===== src/memOpPkg.sv =====
/*
	Memory-operation bus definitions
	Operation codes, status codes and the address and tile types shared
	by the requester port and the DDR tile port.
*/

package memOpPkg;

	// byte address and the tile address above the low 4 bits
	typedef logic [31:0] memAddr_t;
	typedef logic [27:0] tileAddr_t;

	// one 128-bit tile
	typedef logic [127:0] tileData_t;

	// operation code, held on the port for the whole request
	typedef logic [4:0] opm_t;

	localparam opm_t OPM_READY   = 5'b00000;
	localparam opm_t OPM_RD_TILE = 5'b01111;
	localparam opm_t OPM_WR_TILE = 5'b10111;
	localparam opm_t OPM_FLUSH   = 5'b00110;

	// responder status
	typedef logic [1:0] okCode_t;

	// idle
	localparam okCode_t OK_READY = 2'b00;
	// done, read data valid this cycle
	localparam okCode_t OK_OK    = 2'b01;
	// busy, requester keeps its inputs
	localparam okCode_t OK_HOLD  = 2'b10;

endpackage


===== src/l2CachePkg.sv =====
/*
	L2 cache geometry
	Index and epoch types, tile count and the miss-sequencer states.
*/

package l2CachePkg;

	localparam int INDEX_BITS = 8;
	localparam int TILE_COUNT = 256;

	// line index, tile address bits 7..0
	typedef logic [INDEX_BITS-1:0] tileIndex_t;

	// flush epoch, 0 is reserved for lines cleared by the sweep
	localparam int EPOCH_BITS = 4;
	typedef logic [EPOCH_BITS-1:0] epoch_t;

	// miss handling over the DDR port
	typedef enum logic [2:0] {
		IDLE,
		WB_ISSUE,
		WB_WAIT,
		FILL_ISSUE,
		FILL_WAIT,
		INSTALL
	} missState_t;

endpackage


===== src/l2RequestDecode.sv =====
/*
	L2 request decode
	Registers the requester's operation unless held, splits the tile
	address into tag and index, and runs the flush epoch counter.
*/

`timescale 1ns/1ns

module l2RequestDecode (
	input  logic                  clock,
	input  logic                  reset,
	input  memOpPkg::memAddr_t    memAddr,
	input  memOpPkg::opm_t        memOpm,
	input  memOpPkg::tileData_t   memDataIn,
	input  logic                  hold,
	output memOpPkg::tileAddr_t   reqAddr,
	output l2CachePkg::tileIndex_t reqIndex,
	output memOpPkg::opm_t        reqOpm,
	output memOpPkg::tileData_t   reqData,
	output logic                  indexSettled,
	output l2CachePkg::epoch_t    epoch
);
	import memOpPkg::*;
	import l2CachePkg::*;

	tileIndex_t prevIndex;

	// request payload, frozen while the cache holds
	always_ff @(posedge clock)
	begin
		if (!hold)
		begin
			reqAddr <= memAddr[31:4];
			reqData <= memDataIn;
		end
	end

	always_ff @(posedge clock)
	begin
		if (reset)
			reqOpm <= OPM_READY;
		else if (!hold)
			reqOpm <= memOpm;
	end

	assign reqIndex = reqAddr[INDEX_BITS-1:0];

	// array output matches reqIndex once the index has stood for one edge
	always_ff @(posedge clock)
	begin
		prevIndex <= reqIndex;
	end

	assign indexSettled = (prevIndex == reqIndex);

	// epoch bumps at the capture edge of a flush, wraps past 0
	always_ff @(posedge clock)
	begin
		if (reset)
			epoch <= epoch_t'(1);
		else if (!hold && (memOpm == OPM_FLUSH))
		begin
			if (epoch == {EPOCH_BITS{1'b1}})
				epoch <= epoch_t'(1);
			else
				epoch <= epoch + epoch_t'(1);
		end
	end

endmodule


===== config.mk =====
export PLATFORM = sky130hd
export DESIGN_NAME = l2RequestDecode
export DESIGN_NICKNAME = d
export VERILOG_FILES = /design/src/memOpPkg.sv /design/src/l2CachePkg.sv /design/src/l2RequestDecode.sv
export SDC_FILE = /design/constraint.sdc
export NUM_CORES = 1
export LEC_CHECK = 0
export ABC_CLOCK_PERIOD_IN_PS = 6500
export BUFFER_PORTS_ARGS = -buffer_cell sky130_fd_sc_hd__clkbuf_2
export CORE_UTILIZATION = 30
export CTS_CLUSTER_DIAMETER = 50
export DETAILED_ROUTE_END_ITERATION = 16
export GPL_ROUTABILITY_DRIVEN = 0
export GPL_TIMING_DRIVEN = 0
export MAX_ROUTING_LAYER = met4
export PLACE_DENSITY_LB_ADDON = 0.25
export SYNTH_ARGS = -nofsm -noshare
export SYNTH_HDL_FRONTEND = slang
export SYNTH_SLANG_ARGS = --single-unit

===== constraint.sdc =====
create_clock -name clock -period 6.5 [get_ports clock]
set_input_delay 1.3 -clock clock [delete_from_list [all_inputs] [get_ports clock]]
set_output_delay 1.3 -clock clock [all_outputs]
set_load 0.02 [all_outputs]

# Word level (Yosys, flattened, before mapping)
# Cells that the tools add are included.
# op_classes
n_addsub	1
eq_ne	3
mux	1
n_reduce_logical	2
# op_table
operator	n
equality test 8 bit	1
equality test 5 x 3 -> 1 bit (second input constant)	1
adder 4 x 1 -> 4 bit (second input constant)	1
equality test 4 bit (second input constant)	1
2-to-1 mux 4 bit	1
logical AND 1 bit	1
zero test 1 bit	1
# totals
output_inout_bits	174
regBits	173

# Logic depth before layout (Yosys ltp)
# depth
depth_word	2
mapped_depth	4

# Worst setup path before layout
# OpenSTA, ideal clock, no wires.
# synth_path
kind	input to register
startpoint	in hold
endpoint	reg reqAddr[0] (enable)
path_slack_ns	1.476
cell_stages	2
setup_ns	0.508
n_path_buf	1
arrival_ns	4.516
cell_sequence	buf_2 -> inv_1
# synth_lines
element	line_no	source
start, declared	l2RequestDecode.sv:15	input logic hold,
end signal, assigned	l2RequestDecode.sv:33	reqAddr <= memAddr[31:4];
end, declared	l2RequestDecode.sv:16	output memOpPkg::tileAddr_t reqAddr,
# No word-level cell between the ends.

# Worst setup path in the final report
# layout_path
startpoint	reg reqAddr[2]
endpoint	out indexSettled
# layout_via
elab_chain_cells	1
# layout_rtl
element	line_no	source
equality test 8 bit	l2RequestDecode.sv:54	assign indexSettled = (prevIndex == reqIndex);
end, declared	l2RequestDecode.sv:20	output logic indexSettled,
# No other way between the ends.

==> results.toml <==
[outcome]
outcome = "complete, no violations"

[clock_tree]
max-clock-path-buffers = 2
worstSkewPairLatency_ns = 0.42
cts_hold_buffers = 0
tritoncts = "yes"
clkTransAtPathRegs_ns = 0.06
root_buffer_cell = "sky130_fd_sc_hd__clkbuf_16"
ctsResizeCount = 0
number_of_buffers_inserted_to_repair_setup_after_cts = 0
clock_sinks = 173
tritoncts.num_buffers = 17
htree_levels = 4

[timing]
finalSetupTns_ns = 0
finalClockSkew_ns = 0.00567
tcrit_tclk_final_pct = 43.7
timing.slew.headroom_pct = 62.6
hold_viol_final = 0
finalHoldWorstSlack_ns = 0.458
report.final.slew_viol_count = 0
worstMarginPinSlew_ns = 0.561
finalWorstPathRequiredPeriod_ns = 2.84
final-setup-viol-count = 0
fmax_ghz = 0.352
setup_repair_after_global_routing_missed_its_margin = "no"

[layout]
multi_input_area_um2 = 315
drive_gt1_share_pct = 64.0
postLayoutCellArea_mm2 = 0.00803
final_nets = 751
flow.area_growth_from_synthesis_pct = 48.2
nFillCells = 1584
antenna_diode_count = 0
stdcell_count = 820
layout.area.seq_mm2 = 0.00502

[synthesis]
yosysTopAreaCellShare_pct = 86.5
postSynthCellCount = 226
synth_compound_area_share_pct = 0.993
synth.avg_cell_area_um2 = 24.0
seq_area_frac_synth_pct = 92.8
synth_area_in_adders_pct = 0.231
share_of_flip_flops_with_an_asynchronous_set_or_reset_after_synthesis_pct = 0
synth_top_cell_by_area = "sky130_fd_sc_hd__edfxtp_1"
synth_enable_flop_cells = 156
area_fraction_in_and_or_nand_and_nor_cells_after_synthesis_pct = 2.10
synthMuxAreaShare_pct = 1.20
ys_types = 26
synth_top_cells_by_area = "sky130_fd_sc_hd__edfxtp_1 86%, sky130_fd_sc_hd__dfxtp_1 6.3%, sky130_fd_sc_hd__xnor2_1 1.3%"
most_frequent_cell_after_synthesis = "sky130_fd_sc_hd__edfxtp_1"
combinational_family_with_the_most_area_after_synthesis = "simple AND/OR/NAND/NOR gates"
mappedNetlistArea_mm2 = 0.00542
synth_fp_nets = 395
postSynthRegisterBits = 173
yosysWarningCount = 0
ys_top_cells_by_count = "156 x sky130_fd_sc_hd__edfxtp_1, 17 x sky130_fd_sc_hd__dfxtp_1, 8 x sky130_fd_sc_hd__buf_4, 8 x sky130_fd_sc_hd__xnor2_1, 7 x sky130_fd_sc_hd__nor2_1"
postSynth.topFlopCell = "sky130_fd_sc_hd__edfxtp_1"
post_synth_xor_area_fraction_pct = 1.29

[global_routing]
grt_usage_pct = 13.7
antenna_found_initial = 0
first_global_vias = 3443
grt_first_pass_wirelength_um = 17800
grt_max_degree = 109
grt-ovfl-total = 0

[detailed_routing]
post_drt_wl_per_cell_um = 15.2
met2_wl_post_dr_um = 6380
wl_um = 12500
wl_met1_um = 4670
met3RoutedLength_um = 1180
vias = 3375
ratio_of_routed_vias_to_standard_cells = 4.12
drc_errors = 0
detailedRoute.firstPassIterationCount = 4
first_iter_violations = 116
ant_nets = 0
maxUsedRoutingLayer = "met4"

[critical_path]
timing_worst_setup_path_type = "flip-flop to output pin"
critical_path.n_buffers_inverters = 1
required_ns = 5.20
critPathTopFamily = "flip-flops"
crit_end = "indexSettled"
end_kind = "output pin"
slowest_delay_ns = 0.47
worstRegToRegCells = 4
cp-start-kind = "flip-flop"
timing.reg2reg.setup_slack_ns = 5.08
rr_endpoint = "epoch[3]$_SDFFE_PP0P_"
list_of_cells_traversed_by_the_critical_path = "xnor2_1, nand4_1, nor2_1, clkbuf_2"
critical-path-slowest-cell = "sky130_fd_sc_hd__edfxtp_1"
launch_instance_of_the_worst_register_to_register_path = "epoch[0]$_SDFFE_PP1P_"
cp_launch_point = "reqAddr[2]$_DFFE_PN_"
crit_arrival_ns = 1.54
timing.critical_path.fanout_max = 4
cell_depth_of_the_worst_setup_path = 4

[floorplanning]
core_footprint_mm2 = 0.0175
chipHeight_um = 136
die_w_um = 136
pin_count = 342
start_util_pct = 31.0
rows = 48
fp.dieArea_mm2 = 0.0186

[pwr]
power.ir.vdd_worst_uv = 226
power_mw = 2.66
pwr_density_cell_mw_per_mm2 = 332
power_frac_clock_pct = 39.4
sw_frac_of_total_pct = 24.1
cell_internal_pwr_mw = 2.02
total_switching_power_uw = 640
p_seq_share_pct = 50.1
power_leakage_nw = 3.52
power_frac_comb_pct = 10.5

[place]
post-place-cells = 788
port_buffers = 336
dpl-instance-area_mm2 = 0.00741
post-dp-hpwl_um = 9500

[min_path]
worst_hold_path_type = "flip-flop to flip-flop"

[job]
cap_violations = 0
## cell type report
class | instances | area share, %
Buffer | 10 | 0.857
Inverter | 2 | 0.156
Timing Repair Buffer | 337 | 21.3
Sequential cell | 173 | 62.6
Multi-Input combinational cell | 41 | 3.93
Clock buffer | 18 | 5.35
Tap cell | 225 | 3.51
Clock inverter | 14 | 2.29
## metal layers
layer  GRT usage, %  vias up
li1               -     1587
met1           14.3     1573
met2           22.3      196
met3           5.29       19
met4           7.28        0
met5              -        -
## flip-flops by register name, indices dropped and copies added, names as in the netlist
| name | cells |
|---|---|
| reqData | 128 |
| reqOpm | 5 |
| prevIndex | 8 |
| epoch | 4 |
| reqAddr | 28 |
## kinds of logic after synthesis
family	after synthesis
and+or+nand+nor	19
xor gates and xnor gates	8
DFF	173
buffers and inverters	12
adders and majority gates	1
muxes	6
AOI/OAI and AO/OA	7
## metrics by stage
| step | util, % | worst slack [ns] |
|---|---|---|
| finish | 45.9 | 3.66 |
| global route | 45.9 | 3.53 |
| CTS | 45.9 | 3.61 |
| detailed placement | 42.4 | 3.69 |
| global placement | 42.2 | 0.414 |
| floorplan | - | 1.48 |
## placed cells by master, fill, tap and decap left out, types with 3 or more instances in the layout
| master | n |
|---|---|
| sky130_fd_sc_hd__edfxtp_1 | 156 |
| sky130_fd_sc_hd__clkbuf_2 | 336 |
| sky130_fd_sc_hd__bufinv_16 | 3 |
| sky130_fd_sc_hd__dfxtp_1 | 17 |
| sky130_fd_sc_hd__nor2_1 | 7 |
| sky130_fd_sc_hd__xnor2_1 | 8 |
| sky130_fd_sc_hd__clkinv_4 | 3 |
| sky130_fd_sc_hd__clkbuf_16 | 17 |
| sky130_fd_sc_hd__mux2i_1 | 5 |
| sky130_fd_sc_hd__buf_4 | 8 |
| sky130_fd_sc_hd__inv_6 | 4 |
## power groups by stage
stage | Clock [mW] | Combinational, mW | Sequential (mW)
finish | 1.05 | 0.279 | 1.33
global route | 1.12 | 0.299 | 1.34
CTS | 1.07 | 0.284 | 1.34
detailed placement | 0 | 0.284 | 1.36
global placement | 0 | 0.279 | 1.36
floorplan | 0 | 0.0371 | 1.47
## worst min-delay path by stage
| stage | startpoint | end | slack, ns | depth (start not counted) |
|---|---|---|---|---|
| 3_5_place_dp | reqAddr[7]$_DFFE_PN_ | prevIndex[7]$_DFF_P_ | 0.45 | 0 |
| 4_1_cts | reqAddr[7]$_DFFE_PN_ | prevIndex[7]$_DFF_P_ | 0.46 | 0 |
| 2_1_floorplan | reqAddr[0]$_DFFE_PN_ | prevIndex[0]$_DFF_P_ | 0.56 | 0 |
| 3_3_place_gp | reqAddr[1]$_DFFE_PN_ | prevIndex[1]$_DFF_P_ | 0.44 | 0 |
| 5_1_grt | reqAddr[7]$_DFFE_PN_ | prevIndex[7]$_DFF_P_ | 0.49 | 0 |
| 6_report | reqAddr[7]$_DFFE_PN_ | prevIndex[7]$_DFF_P_ | 0.46 | 0 |
(Power assumes the default switching activity.)
