File: src/memOpPkg.sv
/*
	Memory-operation bus definitions
	Operation codes, status codes and the address and tile types shared
	by the requester port and the DDR tile port.
*/

package memOpPkg;

	// byte address and the tile address above the low 4 bits
	typedef logic [31:0] memAddr_t;
	typedef logic [27:0] tileAddr_t;

	// one 128-bit tile
	typedef logic [127:0] tileData_t;

	// operation code, held on the port for the whole request
	typedef logic [4:0] opm_t;

	localparam opm_t OPM_READY   = 5'b00000;
	localparam opm_t OPM_RD_TILE = 5'b01111;
	localparam opm_t OPM_WR_TILE = 5'b10111;
	localparam opm_t OPM_FLUSH   = 5'b00110;

	// responder status
	typedef logic [1:0] okCode_t;

	// idle
	localparam okCode_t OK_READY = 2'b00;
	// done, read data valid this cycle
	localparam okCode_t OK_OK    = 2'b01;
	// busy, requester keeps its inputs
	localparam okCode_t OK_HOLD  = 2'b10;

endpackage

File: src/l2CachePkg.sv
/*
	L2 cache geometry
	Index and epoch types, tile count and the miss-sequencer states.
*/

package l2CachePkg;

	localparam int INDEX_BITS = 8;
	localparam int TILE_COUNT = 256;

	// line index, tile address bits 7..0
	typedef logic [INDEX_BITS-1:0] tileIndex_t;

	// flush epoch, 0 is reserved for lines cleared by the sweep
	localparam int EPOCH_BITS = 4;
	typedef logic [EPOCH_BITS-1:0] epoch_t;

	// miss handling over the DDR port
	typedef enum logic [2:0] {
		IDLE,
		WB_ISSUE,
		WB_WAIT,
		FILL_ISSUE,
		FILL_WAIT,
		INSTALL
	} missState_t;

endpackage

File: src/l2MissSequencer.sv
/*
	L2 miss sequencer
	Writes back a dirty victim, then fetches the missing tile over the
	DDR port and hands it over for install.
*/

`timescale 1ns/1ns

module l2MissSequencer (
	input  logic                clock,
	input  logic                reset,
	input  logic                missStart,
	input  memOpPkg::tileAddr_t reqAddr,
	input  memOpPkg::tileAddr_t lineAddr,
	input  memOpPkg::tileData_t lineData,
	input  logic                lineDirty,
	output memOpPkg::memAddr_t  ddrMemAddr,
	output memOpPkg::opm_t      ddrMemOpm,
	output memOpPkg::tileData_t ddrMemDataOut,
	input  memOpPkg::tileData_t ddrMemDataIn,
	input  memOpPkg::okCode_t   ddrMemOK,
	output logic                seqBusy,
	output logic                fillValid,
	output memOpPkg::tileData_t fillData
);
	import memOpPkg::*;
	import l2CachePkg::*;

	missState_t state;

	tileAddr_t victimAddr;
	tileData_t victimData;
	tileAddr_t fetchAddr;

	logic ddrReady;
	logic ddrDone;

	assign ddrReady = (ddrMemOK == OK_READY);
	assign ddrDone = (ddrMemOK == OK_OK);

	always_ff @(posedge clock)
	begin
		if (reset)
		begin
			state <= IDLE;
			ddrMemOpm <= OPM_READY;
		end
		else
		begin
			case (state)
				IDLE:
				begin
					if (missStart)
						state <= lineDirty ? WB_ISSUE : FILL_ISSUE;
				end
				WB_ISSUE:
				begin
					if (ddrReady)
					begin
						ddrMemOpm <= OPM_WR_TILE;
						state <= WB_WAIT;
					end
				end
				WB_WAIT:
				begin
					if (ddrDone)
					begin
						ddrMemOpm <= OPM_READY;
						state <= FILL_ISSUE;
					end
				end
				FILL_ISSUE:
				begin
					// previous command must be retired first
					if (ddrReady)
					begin
						ddrMemOpm <= OPM_RD_TILE;
						state <= FILL_WAIT;
					end
				end
				FILL_WAIT:
				begin
					if (ddrDone)
					begin
						ddrMemOpm <= OPM_READY;
						state <= INSTALL;
					end
				end
				INSTALL:
					state <= IDLE;
				default:
					state <= IDLE;
			endcase
		end
	end

	// victim and fetch address, then DDR command payload
	always_ff @(posedge clock)
	begin
		if ((state == IDLE) && missStart)
		begin
			victimAddr <= lineAddr;
			victimData <= lineData;
			fetchAddr <= reqAddr;
		end
		if ((state == WB_ISSUE) && ddrReady)
		begin
			ddrMemAddr <= {victimAddr, 4'h0};
			ddrMemDataOut <= victimData;
		end
		if ((state == FILL_ISSUE) && ddrReady)
		begin
			ddrMemAddr <= {fetchAddr, 4'h0};
			ddrMemDataOut <= '0;
		end
		if ((state == FILL_WAIT) && ddrDone)
			fillData <= ddrMemDataIn;
	end

	assign seqBusy = (state != IDLE);
	assign fillValid = (state == INSTALL);

endmodule

File: config.mk
export PLATFORM = sky130hd
export DESIGN_NAME = l2MissSequencer
export DESIGN_NICKNAME = d
export VERILOG_FILES = /design/src/memOpPkg.sv /design/src/l2CachePkg.sv /design/src/l2MissSequencer.sv
export SDC_FILE = /design/constraint.sdc
export NUM_CORES = 1
export LEC_CHECK = 0
export BUFFER_PORTS_ARGS = -buffer_cell sky130_fd_sc_hd__buf_2
export CELL_PAD_IN_SITES_DETAIL_PLACEMENT = 1
export CELL_PAD_IN_SITES_GLOBAL_PLACEMENT = 2
export CORE_AREA = 8 8 229 231
export DETAILED_ROUTE_END_ITERATION = 16
export DIE_AREA = 0 0 237 239
export GPL_ROUTABILITY_DRIVEN = 0
export PLACE_DENSITY = 0.82
export SYNTH_ARGS = -nofsm -noshare
export SYNTH_HDL_FRONTEND = slang
export SYNTH_SLANG_ARGS = --single-unit
File: constraint.sdc
create_clock -name clock -period 21.3 [get_ports clock]
set_input_delay 0 -clock clock [delete_from_list [all_inputs] [get_ports clock]]
set_output_delay 0 -clock clock [all_outputs]
set_load 0.1 [all_outputs]
* Word-level counts from Yosys, hierarchy flattened
Index checks and enable logic that the tools add are counted.
W data, S select, Z words.
** Operators by class
- Add/subtract/negate cells :: 0
- Multipliers :: 0
- Div/mod/pow operators :: 0
- Magnitude comparators :: 0
- Eq/ne operators :: 12
- Shift operators :: 0
- Muxes and demuxes :: 13
- Bitwise operators :: 0
- Reduce and logical (&&, ||, !) cells :: 12
** Operator list (count)
- $mux W32 :: 2
- $mux W3 :: 5
- $mux W5 :: 3
- $pmux W3 S5 :: 1
- $pmux W5 S3 :: 1
- $ne A2 B2 Y1 const B :: 5
- $eq A3 B2 Y1 const B :: 2
- $eq A3 B3 Y1 const B :: 2
- $reduce_bool A3 Y1 :: 2
- $reduce_and A5 Y1 :: 1
- $logic_and A1 B1 Y1 :: 4
- $reduce_and A4 Y1 :: 1
- $eq A3 B1 Y1 const B :: 1
- $logic_not A3 Y1 :: 1
- $eq A2 B1 Y1 const B :: 1
- $logic_not A2 Y1 :: 1
- $mux W2 :: 1
- $ne A2 B1 Y1 const B :: 1
- $reduce_bool A2 Y1 :: 1
- $reduce_or A2 Y1 :: 1
** Storage, ports and cells
- Bits in registers :: 476
- Latch bits :: 0
- Bits in writable memories :: 0
- Bits in read-only memories :: 0
- Input bits :: 318
- Output and inout bits :: 295
- Memories :: 0

* Logic depth before layout (Yosys ltp)
- Depth in word-level cells :: 4
- Depth in mapped cells :: 7

* Worst setup path before layout
OpenSTA, ideal clock, no wires.
- Kind :: register to register
- Start point :: register state[0]
- End point :: register state[1]
- Arrival time :: 11.813 ns
- Required time :: 21.221 ns
- Slack :: 9.407 ns
- Stages on the path, launching flop included :: 5
- Path buffers :: 0
- Clock period less this slack :: 11.893 ns
- Cell sequence :: dfxtp_1 -> nor4b_2 -> a31oi_1 -> a32o_1 -> a211oi_2
** Between the ends
- Word-level cells in the longest chain between the ends :: 3
- Elaborated cells between the ends (all ways) :: 12
- Those cells by class :: eq/ne: 9; mux: 1; reduce/logical: 2
** Ends and longest elaborated chain
- from (decl) :: RTL line l2MissSequencer.sv:29 : missState_t state;
- from (signal assigned) :: RTL line l2MissSequencer.sv:54 : state <= lineDirty ? WB_ISSUE : FILL_ISSUE;
- $eq A3 B2 Y1, or another cell as far along :: RTL line l2MissSequencer.sv:50 : case (state)
- $ne A2 B2 Y1 (no source line)
- $reduce_and A5 Y1 (no source line)
Parallel ways exist; a longest one is shown, timed or not.
A chain may end at the register's enable or synchronous reset.

* Worst setup path in the final report
- Start point :: register state[1]
- End point :: register state[1]
The elaborated chain is that of the path after synthesis.

==> flow_summary.yaml <==
detailed_routing:
  route.vias.total: 11600
  via_to_cell_ratio: 4.46
  totalWireLength_mm: 58.6
  dr.pass1.iters: 5
  wire_per_inst_um: 22.7
  remaining_number_of_nets_flagged_by_the_antenna_check_after_routing: 0
  initialDrtViolationCount: 472
  drc: 0
floorplanning:
  ioPinCount: 613
  fp-row-count: 81
  die-width_um: 237
  die_y_um: 239
  dieArea_um2: 56600
  core_region_area_um2: 48500
  starting_density_of_the_core_pct: 31.8
timing:
  grt_setup_unrepaired: "no"
  max-slew-margin-rel_pct: 26.9
  timing_hold_violations_final: 0
  fin_setup_tns_ps: 0
  fin_crit_sh_pct: 14.4
  slew_viol_final: 0
  fmaxAchievable_mhz: 327
  finalWorstPathRequiredPeriod_ps: 3060
  fin_skew_ps: 19.2
  worst_slew_pin_slew_ps: 1100
  final-setup-viol-count: 0
logic_synthesis:
  synthDominantCellAreaShare_pct: 66.1
  share_of_synthesized_area_occupied_by_flip_flops_and_latches_pct: 83.5
  post_synth_num_cell_types: 34
  post_synth_edffs: 340
  yosys.cell_count.top_type: "edfxtp_1"
  yosysWarningCount: 0
  synth.top_cells.by_area: "edfxtp_1, dfxtp_1, nand2_1"
  synth_area_per_cell_um2: 15.8
  ys_seq_elements: 474
  synth_largest_area_cell: "edfxtp_1"
  syn-cell-area_um2: 15400
  synth_top_flop_cell: "edfxtp_1"
  synth-async-reset-ratio_pct: 0
  ranking_of_synthesized_cells_by_instance_count: "edfxtp_1, nand2_1, dfxtp_1"
  number_of_cells_produced_by_synthesis: 978
critical_path:
  worstPathArrival_ps: 3570
  critPathKind: "register to register"
  r2r_cells: 6
  ff2ff_setup_slack_ps: 18240
  crit_path_max_fanout: 82
  end_kind: "register"
  worstPathRequired_ps: 21810
  worst_r2r_end: "state[1]"
  reg2reg_from: "state[1]"
  startpoint_type: "register"
layout:
  fraction_of_the_core_area_covered_by_cells_at_the_end_of_the_flow_pct: 49.2
  stdcell_count: 2588
  design.final.nets: 2229
  fillCellCount: 5050
  post_route_cells_drive_above_1_share_pct: 36.9
  layout-area-overhead-vs-synth_pct: 54.8
power:
  power_per_cell_area_nw_per_um2: 144
  switching_share_pct: 45.5
  total_switching_power_mw: 1.56
  p_clk_share_pct: 25.4
  p_int_mw: 1.87
  vdd_ir_drop_max_mv: 0.176
  combPwrFrac_pct: 38.3
  power.sequential.fraction_pct: 36.3
  total_leakage_power_nw: 10.2
placement:
  hpwlAfterDp_mm: 36.5
  buffer_ports.inserted: 608
  dp.cells: 2164
grt:
  track_usage_pct: 19.8
  grt_start_max_net_pins: 106
  globalRouteOverflowTotal: 0
  initial_antenna_violation_count: 15
  grt_pass1_wl_mm: 84.8
  grt_pass1_vias: 13000
clock_network:
  clkSlewWorstSetupHoldPaths_ps: 60
  cts_inserted_buffers: 51
  clkSinkCount: 474
  tritoncts: "yes"
  h-tree-depth: 2
  post_cts.resized_instances: 0
  clock_latency_ps: 580
  ctsRootBufferMaster: "clkbuf_16"
  cts.path.max_buffers: 3
min_path:
  startpoint_of_the_most_critical_hold_path: "missStart"
  hold_worst_path_end: "victimData[22]"
  hold-path-cell-count: 3
  worstHoldPathType: "input pin to register"
job:
  drv.max_cap_violation_count: 0
status:
  run_status: "complete, no violations"
[area by class of cell]
cell class	instances	area, um^2	area share [%]
well taps	622	778	3.26
inverters	3	18.8	0.0785
repair buffers	931	6260	26.2
flip-flops and latches	474	12900	54.0
clock buffers	73	1440	6.03
diodes	14	35.0	0.147
clock inverters	21	183	0.764
multi-input cells	450	2290	9.58
[state kept, by name, summed over array words and instances (netlist names)]
register,count
fetchAddr,28
victimData,128
state,3
victimAddr,28
fillData,128
ddrMemOpm,3
ddrMemDataOut,128
ddrMemAddr,28
[power by group through the flow]
stage	Clock [mW]	Combinational [mW]	Sequential [mW]
2_1_floorplan	0	0.156	2.13
3_3_place_gp	0	1.24	1.25
3_5_place_dp	0	1.26	1.26
4_1_cts	0.886	1.31	1.24
5_1_grt	0.929	1.36	1.27
6_report	0.871	1.31	1.25
[placed cells by master, fill, tap and decap left out, types with 4 or more instances in the layout]
master           n
buf_2          608
edfxtp_1       340
dlygate4sd3_1  316
nand2_1        259
dfxtp_1        134
o21ai_1        129
clkbuf_16       53
mux2_4          28
clkbuf_1        16
diode_2         14
clkinv_1         9
buf_4            7
clkinv_2         5
a21oi_1          4
conb_1           4
clkbuf_8         4
[metal layers]
metal	track usage [%]	routed length, um	vias to the layer above
met5	0	38	-
met4	9.31	2860	6
met3	7.10	4710	159
met2	37.1	31300	500
met1	19.2	19700	5524
li1	-	-	5364
[worst max-delay path by stage]
stage,endpoint,startpoint
3_3_place_gp,ddrMemAddr[11],state[2]
4_1_cts,ddrMemAddr[13],state[2]
3_5_place_dp,ddrMemAddr[13],state[2]
6_report,state[1],state[1]
5_1_grt,ddrMemAddr[9],state[2]
2_1_floorplan,state[1],state[0]
[worst max-delay path: stages, from the launching register on]
cell and delay (ps):
dfxtp_1 480, nor4b_4 340, buf_4 860, a31oi_1 210, a32o_1 340, a211oi_2 200, dlygate4sd3_1 570
[kinds of logic after synthesis]
logic type      after synthesis  synth area share [%]
compound gates              143                  4.81
xor+xnor                      1                0.0567
simple gates                274                  6.99
buf+inv                      57                  1.90
flops                       474                  83.5
mux                          28                  2.72
other cells                   1                0.0243
[what timing repair did]
action,in CTS,in global routing
endpoints found under the setup margin,0,0
hold endpoints to repair,318,0
hold buffers,316,0
buffers inserted,0,0
[metrics by stage]
stage          setup slack [ps]  hold slack [ps]  power (mW)  instance area (um^2)
2_1_floorplan              9410             64.6        2.28                 15500
3_3_place_gp              18310              177        2.50                 19100
3_5_place_dp              18180              178        2.52                 19100
4_1_cts                   18170             84.3        3.44                 23900
5_1_grt                   17990              106        3.55                 23900
6_report                  18240              107        3.43                 23900
Note: power is estimated with default switching activity, not from simulation.
