File: src/memOpPkg.sv
/*
	Memory-operation bus definitions
	Operation codes, status codes and the address and tile types shared
	by the requester port and the DDR tile port.
*/

package memOpPkg;

	// byte address and the tile address above the low 4 bits
	typedef logic [31:0] memAddr_t;
	typedef logic [27:0] tileAddr_t;

	// one 128-bit tile
	typedef logic [127:0] tileData_t;

	// operation code, held on the port for the whole request
	typedef logic [4:0] opm_t;

	localparam opm_t OPM_READY   = 5'b00000;
	localparam opm_t OPM_RD_TILE = 5'b01111;
	localparam opm_t OPM_WR_TILE = 5'b10111;
	localparam opm_t OPM_FLUSH   = 5'b00110;

	// responder status
	typedef logic [1:0] okCode_t;

	// idle
	localparam okCode_t OK_READY = 2'b00;
	// done, read data valid this cycle
	localparam okCode_t OK_OK    = 2'b01;
	// busy, requester keeps its inputs
	localparam okCode_t OK_HOLD  = 2'b10;

endpackage

File: src/l2CachePkg.sv
/*
	L2 cache geometry
	Index and epoch types, tile count and the miss-sequencer states.
*/

package l2CachePkg;

	localparam int INDEX_BITS = 8;
	localparam int TILE_COUNT = 256;

	// line index, tile address bits 7..0
	typedef logic [INDEX_BITS-1:0] tileIndex_t;

	// flush epoch, 0 is reserved for lines cleared by the sweep
	localparam int EPOCH_BITS = 4;
	typedef logic [EPOCH_BITS-1:0] epoch_t;

	// miss handling over the DDR port
	typedef enum logic [2:0] {
		IDLE,
		WB_ISSUE,
		WB_WAIT,
		FILL_ISSUE,
		FILL_WAIT,
		INSTALL
	} missState_t;

endpackage

File: src/l2HitResolve.sv
/*
	L2 hit resolve
	Decides hit or miss for the registered request, raises hold, picks
	what goes to the store port and answers the requester.
*/

`timescale 1ns/1ns

module l2HitResolve (
	input  memOpPkg::tileAddr_t    reqAddr,
	input  l2CachePkg::tileIndex_t reqIndex,
	input  memOpPkg::opm_t         reqOpm,
	input  memOpPkg::tileData_t    reqData,
	input  logic                   indexSettled,
	input  l2CachePkg::epoch_t     epoch,
	input  memOpPkg::tileData_t    lineData,
	input  memOpPkg::tileAddr_t    lineAddr,
	input  l2CachePkg::epoch_t     lineEpoch,
	input  logic                   lineDirty,
	input  logic                   initBusy,
	input  logic                   seqBusy,
	input  logic                   fillValid,
	input  memOpPkg::tileData_t    fillData,
	output logic                   hold,
	output memOpPkg::okCode_t      memOK,
	output memOpPkg::tileData_t    memDataOut,
	output logic                   storeEnable,
	output l2CachePkg::tileIndex_t storeIndex,
	output memOpPkg::tileData_t    storeData,
	output memOpPkg::tileAddr_t    storeAddr,
	output l2CachePkg::epoch_t     storeEpoch,
	output logic                   storeDirty,
	output logic                   missStart
);
	import memOpPkg::*;

	logic isAccess;
	logic lineMiss;
	logic writeHit;

	assign isAccess = (reqOpm == OPM_RD_TILE) || (reqOpm == OPM_WR_TILE);

	// a line from an older epoch counts as absent
	assign lineMiss = (lineAddr != reqAddr) || (lineEpoch != epoch);

	always_comb
	begin
		hold = 1'b0;
		if (isAccess)
			hold = !indexSettled || lineMiss || seqBusy || initBusy || fillValid;
		else if (reqOpm == OPM_FLUSH)
			hold = initBusy;
	end

	// the sequencer reads lineDirty to decide on a writeback
	assign missStart = isAccess && indexSettled && lineMiss && !seqBusy
		&& !initBusy;

	assign writeHit = (reqOpm == OPM_WR_TILE) && !hold;

	// fill install takes priority over a write hit
	assign storeEnable = fillValid || writeHit;
	assign storeIndex = reqIndex;
	assign storeAddr = reqAddr;
	assign storeEpoch = epoch;
	assign storeData = fillValid ? fillData : reqData;
	assign storeDirty = !fillValid;

	always_comb
	begin
		if (reqOpm == OPM_READY)
			memOK = OK_READY;
		else if (hold)
			memOK = OK_HOLD;
		else
			memOK = OK_OK;
	end

	assign memDataOut = lineData;

endmodule

File: config.mk
export PLATFORM = sky130hd
export DESIGN_NAME = l2HitResolve
export DESIGN_NICKNAME = d
export VERILOG_FILES = /design/src/memOpPkg.sv /design/src/l2CachePkg.sv /design/src/l2HitResolve.sv
export SDC_FILE = /design/constraint.sdc
export NUM_CORES = 1
export LEC_CHECK = 0
export ABC_CLOCK_PERIOD_IN_PS = 1700
export BUFFER_PORTS_ARGS = -buffer_cell sky130_fd_sc_hd__clkbuf_2
export CORE_AREA = 2 2 296 298
export DETAILED_ROUTE_END_ITERATION = 6
export DIE_AREA = 0 0 298 300
export PLACE_DENSITY = 0.3
export SLEW_MARGIN = 40
export SYNTH_ARGS = -nofsm -noshare
export SYNTH_HDL_FRONTEND = slang
export SYNTH_SLANG_ARGS = --single-unit
File: constraint.sdc
create_clock -name vclk -period 1.7
set_clock_uncertainty 0.2 [all_clocks]
set_input_delay 0.085 -clock vclk [all_inputs]
set_output_delay 0.085 -clock vclk [all_outputs]
set_load 0.005 [all_outputs]
Word level (Yosys, flattened, before mapping)
Cells that the tools add are included.

Flip-flop bits (word level): 0. Input port bits: 466. Output and inout bits: 302. Logic and storage cells: 28.

Eq/ne operators: 5. Muxes and demuxes: 5. Reduce and logical (&&, ||, !) cells: 18.

Operators with widths (number): $mux W128 (1); $ne A28 B28 Y1 (1); $logic_or A1 B1 Y1 (7); $eq A5 B3 Y1 const B (1); $eq A5 B4 Y1 const B (1); $eq A5 B5 Y1 const B (1); $logic_and A1 B1 Y1 (5); $logic_not A1 Y1 (5); $logic_not A5 Y1 (1); $mux W2 (2); $ne A4 B4 Y1 (1); $mux W1 (2).

Longest topological paths before layout
Gate-level depths: netlist (run 1).

Depth after elaboration: 10. Depth in mapped cells: 5.

Least setup slack after synthesis (run 1)
Ideal clock, no wire load.

Path type: input -> output. Start: in fillValid. End: out storeData[100]. Arrival: 956 ps. Slack: 459 ps. Stages: 4. Path buffers: 3. Cells stage by stage: clkbuf_1 -> buf_2 -> buf_2 -> mux2_2.

Word-level cells in the longest chain between the ends: 1.

Ends and longest elaborated chain: from (decl) (RTL line l2HitResolve.sv:22) `input logic fillValid,`; $mux W128 (RTL line l2HitResolve.sv:66) `assign storeData = fillValid ? fillData : reqData;`; to (decl) (RTL line l2HitResolve.sv:29) `output memOpPkg::tileData_t storeData,`.

Every way passes these cells.

Worst setup path in the final report (run 1)
Start: in lineAddr[3]. End: out storeEnable.

Word-level cells in the longest chain between the ends: 10.

Ends and longest elaborated chain: from (decl) (RTL line l2HitResolve.sv:17) `input memOpPkg::tileAddr_t lineAddr,`; $ne A28 B28 Y1 (RTL line l2HitResolve.sv:44) `assign lineMiss = (lineAddr != reqAddr) || (lineEpoch != epoch);`; $logic_or A1 B1 Y1 (RTL line l2HitResolve.sv:44); $logic_or A1 B1 Y1 (4 in a row) (RTL line l2HitResolve.sv:50) `hold = !indexSettled || lineMiss || seqBusy || initBusy || fillValid;`; $mux W1 (RTL line l2HitResolve.sv:49) `if (isAccess)`; $logic_not A1 Y1 (RTL line l2HitResolve.sv:59) `assign writeHit = (reqOpm == OPM_WR_TILE) && !hold;`; $logic_and A1 B1 Y1 (RTL line l2HitResolve.sv:59); $logic_or A1 B1 Y1 (RTL line l2HitResolve.sv:62) `assign storeEnable = fillValid || writeHit;`; to (decl) (RTL line l2HitResolve.sv:27) `output logic storeEnable,`.

Every way passes these cells.

==> flow_results.xml, run 1 <==
<?xml version="1.0" encoding="UTF-8"?>
<metrics>
  <group name="place">
    <metric name="portBuffers" unit="">495</metric>
    <metric name="dpl.hpwl" unit="um">34300</metric>
    <metric name="placedInstanceArea" unit="um^2">6020</metric>
    <metric name="globalplace.congestion" unit="">0.756</metric>
  </group>
  <group name="floorplanning">
    <metric name="placement_rows" unit="">108</metric>
    <metric name="die_y" unit="um">300</metric>
    <metric name="die_area" unit="um^2">89400</metric>
    <metric name="floorplan.initialDensity" unit="">0.0375</metric>
    <metric name="design.portCount" unit="">768</metric>
    <metric name="chipWidth" unit="um">298</metric>
    <metric name="core_area" unit="um^2">86200</metric>
  </group>
  <group name="timing">
    <metric name="finalCritPeriodShare" unit="">1.07</metric>
    <metric name="unrepaired_setup_endpoints_after_global_routing" unit="">true</metric>
    <metric name="setup_violations" unit="">5</metric>
    <metric name="fmax" unit="MHz">551</metric>
    <metric name="relSlewSlack" unit="">0.779</metric>
    <metric name="final_max_slew_viol_count" unit="">0</metric>
    <metric name="worst_hold_slack" unit="ps">167</metric>
    <metric name="setup_tns" unit="ps">-395</metric>
    <metric name="finalWorstSetupSlack" unit="ps">-115</metric>
    <metric name="actual_slew_at_the_worst_max_slew_pin" unit="ps">333</metric>
    <metric name="layout_min_cycle_time" unit="ps">1820</metric>
    <metric name="final_hold_viol_count" unit="">0</metric>
  </group>
  <group name="cells_and_area">
    <metric name="flow.area_growth_from_synthesis" unit="%">131</metric>
    <metric name="layout_common_cells" unit="">sky130_fd_sc_hd__clkbuf_2 (489), sky130_fd_sc_hd__dlygate4sd3_1 (136), sky130_fd_sc_hd__mux2_2 (128), sky130_fd_sc_hd__xor2_1 (32), sky130_fd_sc_hd__buf_4 (15)</metric>
    <metric name="layout.nets" unit="">1307</metric>
    <metric name="num-fill-cells" unit="">10231</metric>
    <metric name="final_cell_area" unit="um^2">7450</metric>
    <metric name="ff_latch_area" unit="um^2">0</metric>
    <metric name="n_clock_buffer" unit="">0</metric>
    <metric name="sequential_cell_total" unit="">0</metric>
    <metric name="layout_cell_share_with_drive_strength_beyond_1" unit="">0.774</metric>
    <metric name="layout.cells.most_common" unit="">sky130_fd_sc_hd__clkbuf_2</metric>
  </group>
  <group name="drt">
    <metric name="via_count" unit="">4433</metric>
    <metric name="final_antenna_net_count" unit="">0</metric>
    <metric name="detailedRoute.firstPassIterationCount" unit="">4</metric>
    <metric name="finalWirelength" unit="um">37500</metric>
    <metric name="drt-vias-per-instance" unit="">2.22</metric>
    <metric name="drt_iter0_drc" unit="">108</metric>
    <metric name="drcViolationCount" unit="">0</metric>
    <metric name="wl_cell" unit="um">18.8</metric>
  </group>
  <group name="critical_path">
    <metric name="critical_path.endpoint" unit="">storeEnable</metric>
    <metric name="critical_path.startpoint" unit="">lineAddr[3]</metric>
    <metric name="worst_path_dominant_cell_family" unit="">simple AND/OR/NAND/NOR gates</metric>
    <metric name="timing.critical_path.required" unit="ps">1410</metric>
    <metric name="critPathLaunchType" unit="">primary input</metric>
    <metric name="cp_num_buf_inv" unit="">3</metric>
    <metric name="worst-path-stages" unit="">8</metric>
    <metric name="worstPathArrival" unit="ps">1530</metric>
    <metric name="end_kind" unit="">output port</metric>
    <metric name="worstSetupPathType" unit="">in2out</metric>
    <metric name="cell_chain_critical_path" unit="">buf_6, xor2_2, nor4_2, buf_4, nand4_1, nor2_4, a21o_1, buf_12</metric>
    <metric name="slowest_cell_on_the_critical_path" unit="">sky130_fd_sc_hd__nor4_2</metric>
    <metric name="slowest_delay" unit="ps">310</metric>
    <metric name="crit_fanout" unit="">5</metric>
  </group>
  <group name="pwr">
    <metric name="ir_drop" unit="uV">89.4</metric>
    <metric name="power_leakage" unit="nW">3.44</metric>
    <metric name="total_power" unit="mW">1.85</metric>
    <metric name="power_density_relative_to_cell_area" unit="nW/um^2">248</metric>
  </group>
  <group name="global_route">
    <metric name="grt_first_pass_wirelength" unit="um">45300</metric>
    <metric name="antenna_found_initial" unit="">11</metric>
    <metric name="overflow" unit="">0</metric>
    <metric name="grt_pass1_vias" unit="">4670</metric>
    <metric name="grt_use_total" unit="">0.0769</metric>
    <metric name="grt_max_degree" unit="">31</metric>
  </group>
  <group name="synthesis">
    <metric name="synthesis.area_per_instance" unit="um^2">8.69</metric>
    <metric name="synth_top_area_frac" unit="">0.446</metric>
    <metric name="synth.yosys.seq_area_share" unit="">0</metric>
    <metric name="syn_nets" unit="">838</metric>
    <metric name="yosys_warnings" unit="">0</metric>
    <metric name="synth_largest_area_cell" unit="">sky130_fd_sc_hd__mux2_2</metric>
    <metric name="synth.area.top_cells" unit="">sky130_fd_sc_hd__mux2_2 (45%), sky130_fd_sc_hd__buf_4 (39%), sky130_fd_sc_hd__xor2_1 (8.9%)</metric>
    <metric name="synth_cell_types" unit="">19</metric>
    <metric name="post_synth_inst_count" unit="">372</metric>
    <metric name="syn-cell-area" unit="um^2">3230</metric>
  </group>
  <group name="run">
    <metric name="drv_cap" unit="">0</metric>
  </group>
  <group name="run_status">
    <metric name="violations" unit="">negative setup slack</metric>
    <metric name="result_of_the_run" unit="">finished with violations</metric>
  </group>
  <group name="worst_hold_path">
    <metric name="timing.hold.worst.class" unit="">in2out</metric>
  </group>
</metrics>
-- how the worst min path moves through the flow --
stage | start | end | slack, ps | depth (start not counted)
2_1_floorplan | lineData[0] | memDataOut[0] | 50 | 1
3_3_place_gp | lineData[11] | memDataOut[11] | -30 | 0
3_5_place_dp | lineData[11] | memDataOut[11] | -30 | 0
4_1_cts | reqAddr[8] | storeAddr[8] | 170 | 2
5_1_grt | reqAddr[2] | storeAddr[2] | 170 | 2
6_report | reqAddr[8] | storeAddr[8] | 170 | 2
-- layout make-up --
class	count	area, um^2	share of cell area
timing repair buffer	650	4070	0.546
multi-input combinational	188	1930	0.259
tap	1155	1450	0.194
antenna	4	10.0	0.00134
inverter	1	3.75	0.000504
-- cells in the mapped netlist --
| library cell | number |
|---|---|
| sky130_fd_sc_hd__nor2_2 | 1 |
| sky130_fd_sc_hd__nand2_1 | 1 |
| sky130_fd_sc_hd__nor4_1 | 8 |
| sky130_fd_sc_hd__a21o_1 | 2 |
| sky130_fd_sc_hd__clkbuf_1 | 1 |
| sky130_fd_sc_hd__nand4_1 | 3 |
| sky130_fd_sc_hd__nor2_1 | 4 |
| sky130_fd_sc_hd__buf_4 | 168 |
| sky130_fd_sc_hd__nand4b_1 | 1 |
| sky130_fd_sc_hd__xor2_1 | 33 |
| sky130_fd_sc_hd__mux2_2 | 128 |
| sky130_fd_sc_hd__inv_1 | 1 |
| sky130_fd_sc_hd__buf_2 | 14 |
| sky130_fd_sc_hd__a22oi_1 | 1 |
| sky130_fd_sc_hd__a22o_1 | 1 |
| sky130_fd_sc_hd__nor3b_1 | 1 |
| sky130_fd_sc_hd__a21oi_1 | 2 |
| sky130_fd_sc_hd__nor3_1 | 1 |
| sky130_fd_sc_hd__and2_1 | 1 |
-- power breakdown --
part           internal (mW)    total, mW  switching [mW]
sequential                 0            0               0
clock            0.000000315  0.000000315               0
combinational          0.961         1.85           0.889
total                  0.961         1.85           0.889
-- cell families after synthesis --
logic type | after synthesis | synth area share
AOI/OAI and AO/OA | 6 | 0.0128
and+or+nand+nor | 21 | 0.0376
muxes | 128 | 0.446
xor gates and xnor gates | 33 | 0.0894
buffers and inverters | 184 | 0.414
-- metal layers --
metal | up-vias | global-route usage | share of wire
met2 | 446 | 0.141 | 0.50
met1 | 1933 | 0.0937 | 0.40
met5 | - | 0 | 0.00027
met4 | 2 | 0.00766 | 0.011
met3 | 14 | 0.0178 | 0.091
li1 | 2038 | - | -
-- what timing repair did --
action                                 CTS  global route
setup endpoints to repair                5             5
pin swaps                                3             1
hold buffers                           136             0
endpoints found under the hold margin  136             0
cloned                                   0             0
setup buffers                            2             0
resized for setup                        6             8
-- through the flow --
step | util | instances | setup WS, ps
final | 0.0864 | 1998 | -115
after global placement | 0.0698 | 1856 | -252
after CTS | 0.0861 | 1994 | -171
after global routing | 0.0864 | 1998 | -251
after detailed placement | 0.0698 | 1856 | -283
after floorplan | - | 372 | 459
No activity file was read; power rests on OpenSTA's default activity.
==> run 2: changes to the inputs <==
--- a/config.mk
+++ b/config.mk
@@ -11,6 +11,7 @@
 export DETAILED_ROUTE_END_ITERATION = 6
 export DIE_AREA = 0 0 298 300
 export PLACE_DENSITY = 0.3
+export SETUP_SLACK_MARGIN = 0.2
 export SLEW_MARGIN = 40
 export SYNTH_ARGS = -nofsm -noshare
 export SYNTH_HDL_FRONTEND = slang
==> flow_results.xml, run 2 (synthesis gave the netlist of run 1 again) <==
<?xml version="1.0" encoding="UTF-8"?>
<metrics>
  <group name="run_status">
    <metric name="result_of_the_run" unit="">finished with violations</metric>
    <metric name="violations" unit="">negative setup slack</metric>
  </group>
  <group name="place">
    <metric name="dpl.hpwl" unit="um">34300</metric>
    <metric name="place_inst" unit="">1856</metric>
    <metric name="portBuffers" unit="">495</metric>
    <metric name="globalplace.congestion" unit="">0.756</metric>
  </group>
  <group name="cells_and_area">
    <metric name="num-fill-cells" unit="">10227</metric>
    <metric name="n_clock_buffer" unit="">0</metric>
    <metric name="finish.cell_count_without_fillers" unit="">2001</metric>
    <metric name="layout.cells.most_common" unit="">sky130_fd_sc_hd__clkbuf_2</metric>
    <metric name="layout.nets" unit="">1308</metric>
    <metric name="final_util" unit="">0.0869</metric>
    <metric name="ff_latch_area" unit="um^2">0</metric>
    <metric name="layout_cell_share_with_drive_strength_beyond_1" unit="">0.774</metric>
    <metric name="sequential_cell_total" unit="">0</metric>
    <metric name="flow.area_growth_from_synthesis" unit="%">132</metric>
    <metric name="layout_common_cells" unit="">sky130_fd_sc_hd__clkbuf_2 (487), sky130_fd_sc_hd__dlygate4sd3_1 (136), sky130_fd_sc_hd__mux2_2 (128), sky130_fd_sc_hd__xor2_1 (32), sky130_fd_sc_hd__buf_4 (15)</metric>
  </group>
  <group name="pwr">
    <metric name="power_leakage" unit="nW">3.46</metric>
    <metric name="netSwitchingFraction" unit="">0.479</metric>
    <metric name="power_density_relative_to_cell_area" unit="nW/um^2">249</metric>
    <metric name="p_sw" unit="uW">891</metric>
    <metric name="internal_portion_of_total_power" unit="uW">971</metric>
    <metric name="power_frac_comb" unit="">1.000</metric>
    <metric name="ir_drop" unit="uV">92.7</metric>
    <metric name="seq_power_share" unit="">0</metric>
    <metric name="share_clk_of_total_power" unit="">0</metric>
  </group>
  <group name="critical_path">
    <metric name="slowest_delay" unit="ps">310</metric>
    <metric name="cell_chain_critical_path" unit="">buf_6, xor2_2, nor4_2, buf_4, nand4_1, nor2_4, a21o_1, buf_12</metric>
    <metric name="critical_path.startpoint" unit="">lineAddr[3]</metric>
    <metric name="cp_num_buf_inv" unit="">3</metric>
    <metric name="end_kind" unit="">output port</metric>
    <metric name="worst-path-stages" unit="">8</metric>
    <metric name="timing.critical_path.required" unit="ps">1410</metric>
    <metric name="worst_path_dominant_cell_family" unit="">simple AND/OR/NAND/NOR gates</metric>
    <metric name="worstPathArrival" unit="ps">1530</metric>
    <metric name="critPathLaunchType" unit="">primary input</metric>
    <metric name="worstSetupPathType" unit="">in2out</metric>
    <metric name="slowest_cell_on_the_critical_path" unit="">sky130_fd_sc_hd__nor4_2</metric>
    <metric name="crit_fanout" unit="">5</metric>
    <metric name="critical_path.endpoint" unit="">storeEnable</metric>
  </group>
  <group name="drt">
    <metric name="wl_cell" unit="um">18.8</metric>
    <metric name="drt_iter0_drc" unit="">96</metric>
    <metric name="via_count" unit="">4437</metric>
    <metric name="final_antenna_net_count" unit="">0</metric>
    <metric name="detailedRoute.firstPassIterationCount" unit="">4</metric>
    <metric name="drcViolationCount" unit="">0</metric>
    <metric name="finalWirelength" unit="um">37700</metric>
    <metric name="drt-vias-per-instance" unit="">2.22</metric>
  </group>
  <group name="floorplanning">
    <metric name="chipWidth" unit="um">298</metric>
    <metric name="placement_rows" unit="">108</metric>
    <metric name="die_y" unit="um">300</metric>
    <metric name="die_area" unit="um^2">89400</metric>
    <metric name="core_area" unit="um^2">86200</metric>
    <metric name="design.portCount" unit="">768</metric>
    <metric name="floorplan.initialDensity" unit="">0.0375</metric>
  </group>
  <group name="timing">
    <metric name="final_max_slew_viol_count" unit="">0</metric>
    <metric name="setup_violations" unit="">5</metric>
    <metric name="finalCritPeriodShare" unit="">1.07</metric>
    <metric name="fmax" unit="MHz">551</metric>
    <metric name="actual_slew_at_the_worst_max_slew_pin" unit="ps">304</metric>
    <metric name="finalWorstSetupSlack" unit="ps">-115</metric>
    <metric name="final_hold_viol_count" unit="">0</metric>
    <metric name="layout_min_cycle_time" unit="ps">1820</metric>
    <metric name="unrepaired_setup_endpoints_after_global_routing" unit="">true</metric>
    <metric name="setup_tns" unit="ps">-395</metric>
    <metric name="relSlewSlack" unit="">0.797</metric>
  </group>
  <group name="global_route">
    <metric name="grt_max_degree" unit="">31</metric>
    <metric name="overflow" unit="">0</metric>
    <metric name="grt_pass1_vias" unit="">4700</metric>
    <metric name="antenna_found_initial" unit="">12</metric>
    <metric name="grt_use_total" unit="">0.0773</metric>
    <metric name="grt_first_pass_wirelength" unit="um">45600</metric>
  </group>
  <group name="worst_hold_path">
    <metric name="timing.hold.worst.class" unit="">in2out</metric>
  </group>
  <group name="run">
    <metric name="drv_cap" unit="">0</metric>
  </group>
</metrics>
[run 2: worst min path at each step]
| stage | slack, ps | end | start | cells after the start |
|---|---|---|---|---|
| floorplan | 50 | memDataOut[0] | lineData[0] | 1 |
| global placement | -30 | memDataOut[11] | lineData[11] | 0 |
| detailed placement | -30 | memDataOut[11] | lineData[11] | 0 |
| CTS | 170 | storeAddr[8] | reqAddr[8] | 2 |
| global route | 170 | storeAddr[2] | reqAddr[2] | 2 |
| finish | 170 | storeAddr[8] | reqAddr[8] | 2 |
[run 2: power by group through the flow]
stage | Combinational (mW) | Sequential, mW | Clock (mW)
3_5_place_dp | 1.63 | 0 | 0
2_1_floorplan | 0.753 | 0 | 0
4_1_cts | 1.96 | 0 | 0
5_1_grt | 2.03 | 0 | 0.000000394
3_3_place_gp | 1.63 | 0 | 0
6_report | 1.86 | 0 | 0.000000474
[run 2: through the flow]
stage          cell area, um^2  hold slack (ps)  setup slack, ps  power, mW
2_1_floorplan             3230             50.8              459      0.753
3_3_place_gp              6020            -30.0             -252       1.63
3_5_place_dp              6020            -30.0             -283       1.63
4_1_cts                   7450              170             -171       1.96
5_1_grt                   7490              175             -251       2.03
6_report                  7490              167             -115       1.86
[run 2: area by class of cell]
class | count | area, um^2 | share of cell area
antenna | 6 | 15.0 | 0.00200
inverter | 1 | 3.75 | 0.000501
multi-input combinational | 188 | 1930 | 0.257
tap | 1155 | 1450 | 0.193
timing repair buffer | 651 | 4100 | 0.547
[run 2: layer usage]
layer  global-route usage  vias up  wire (um)
li1                     -     2046          -
met1               0.0939     1927      15000
met2                0.142      446      18800
met3               0.0176       16       3400
met4              0.00873        2        517
met5                    0        -         10
[run 2: timing repair]
action / 4_1_cts / 5_1_grt
setup buffers: 2 / 0
gates cloned: 1 / 0
hold endpoints to repair: 136 / 0
setup endpoints to repair: 6 / 7
pin swaps: 3 / 1
resized for setup: 6 / 10
hold buffers: 136 / 0
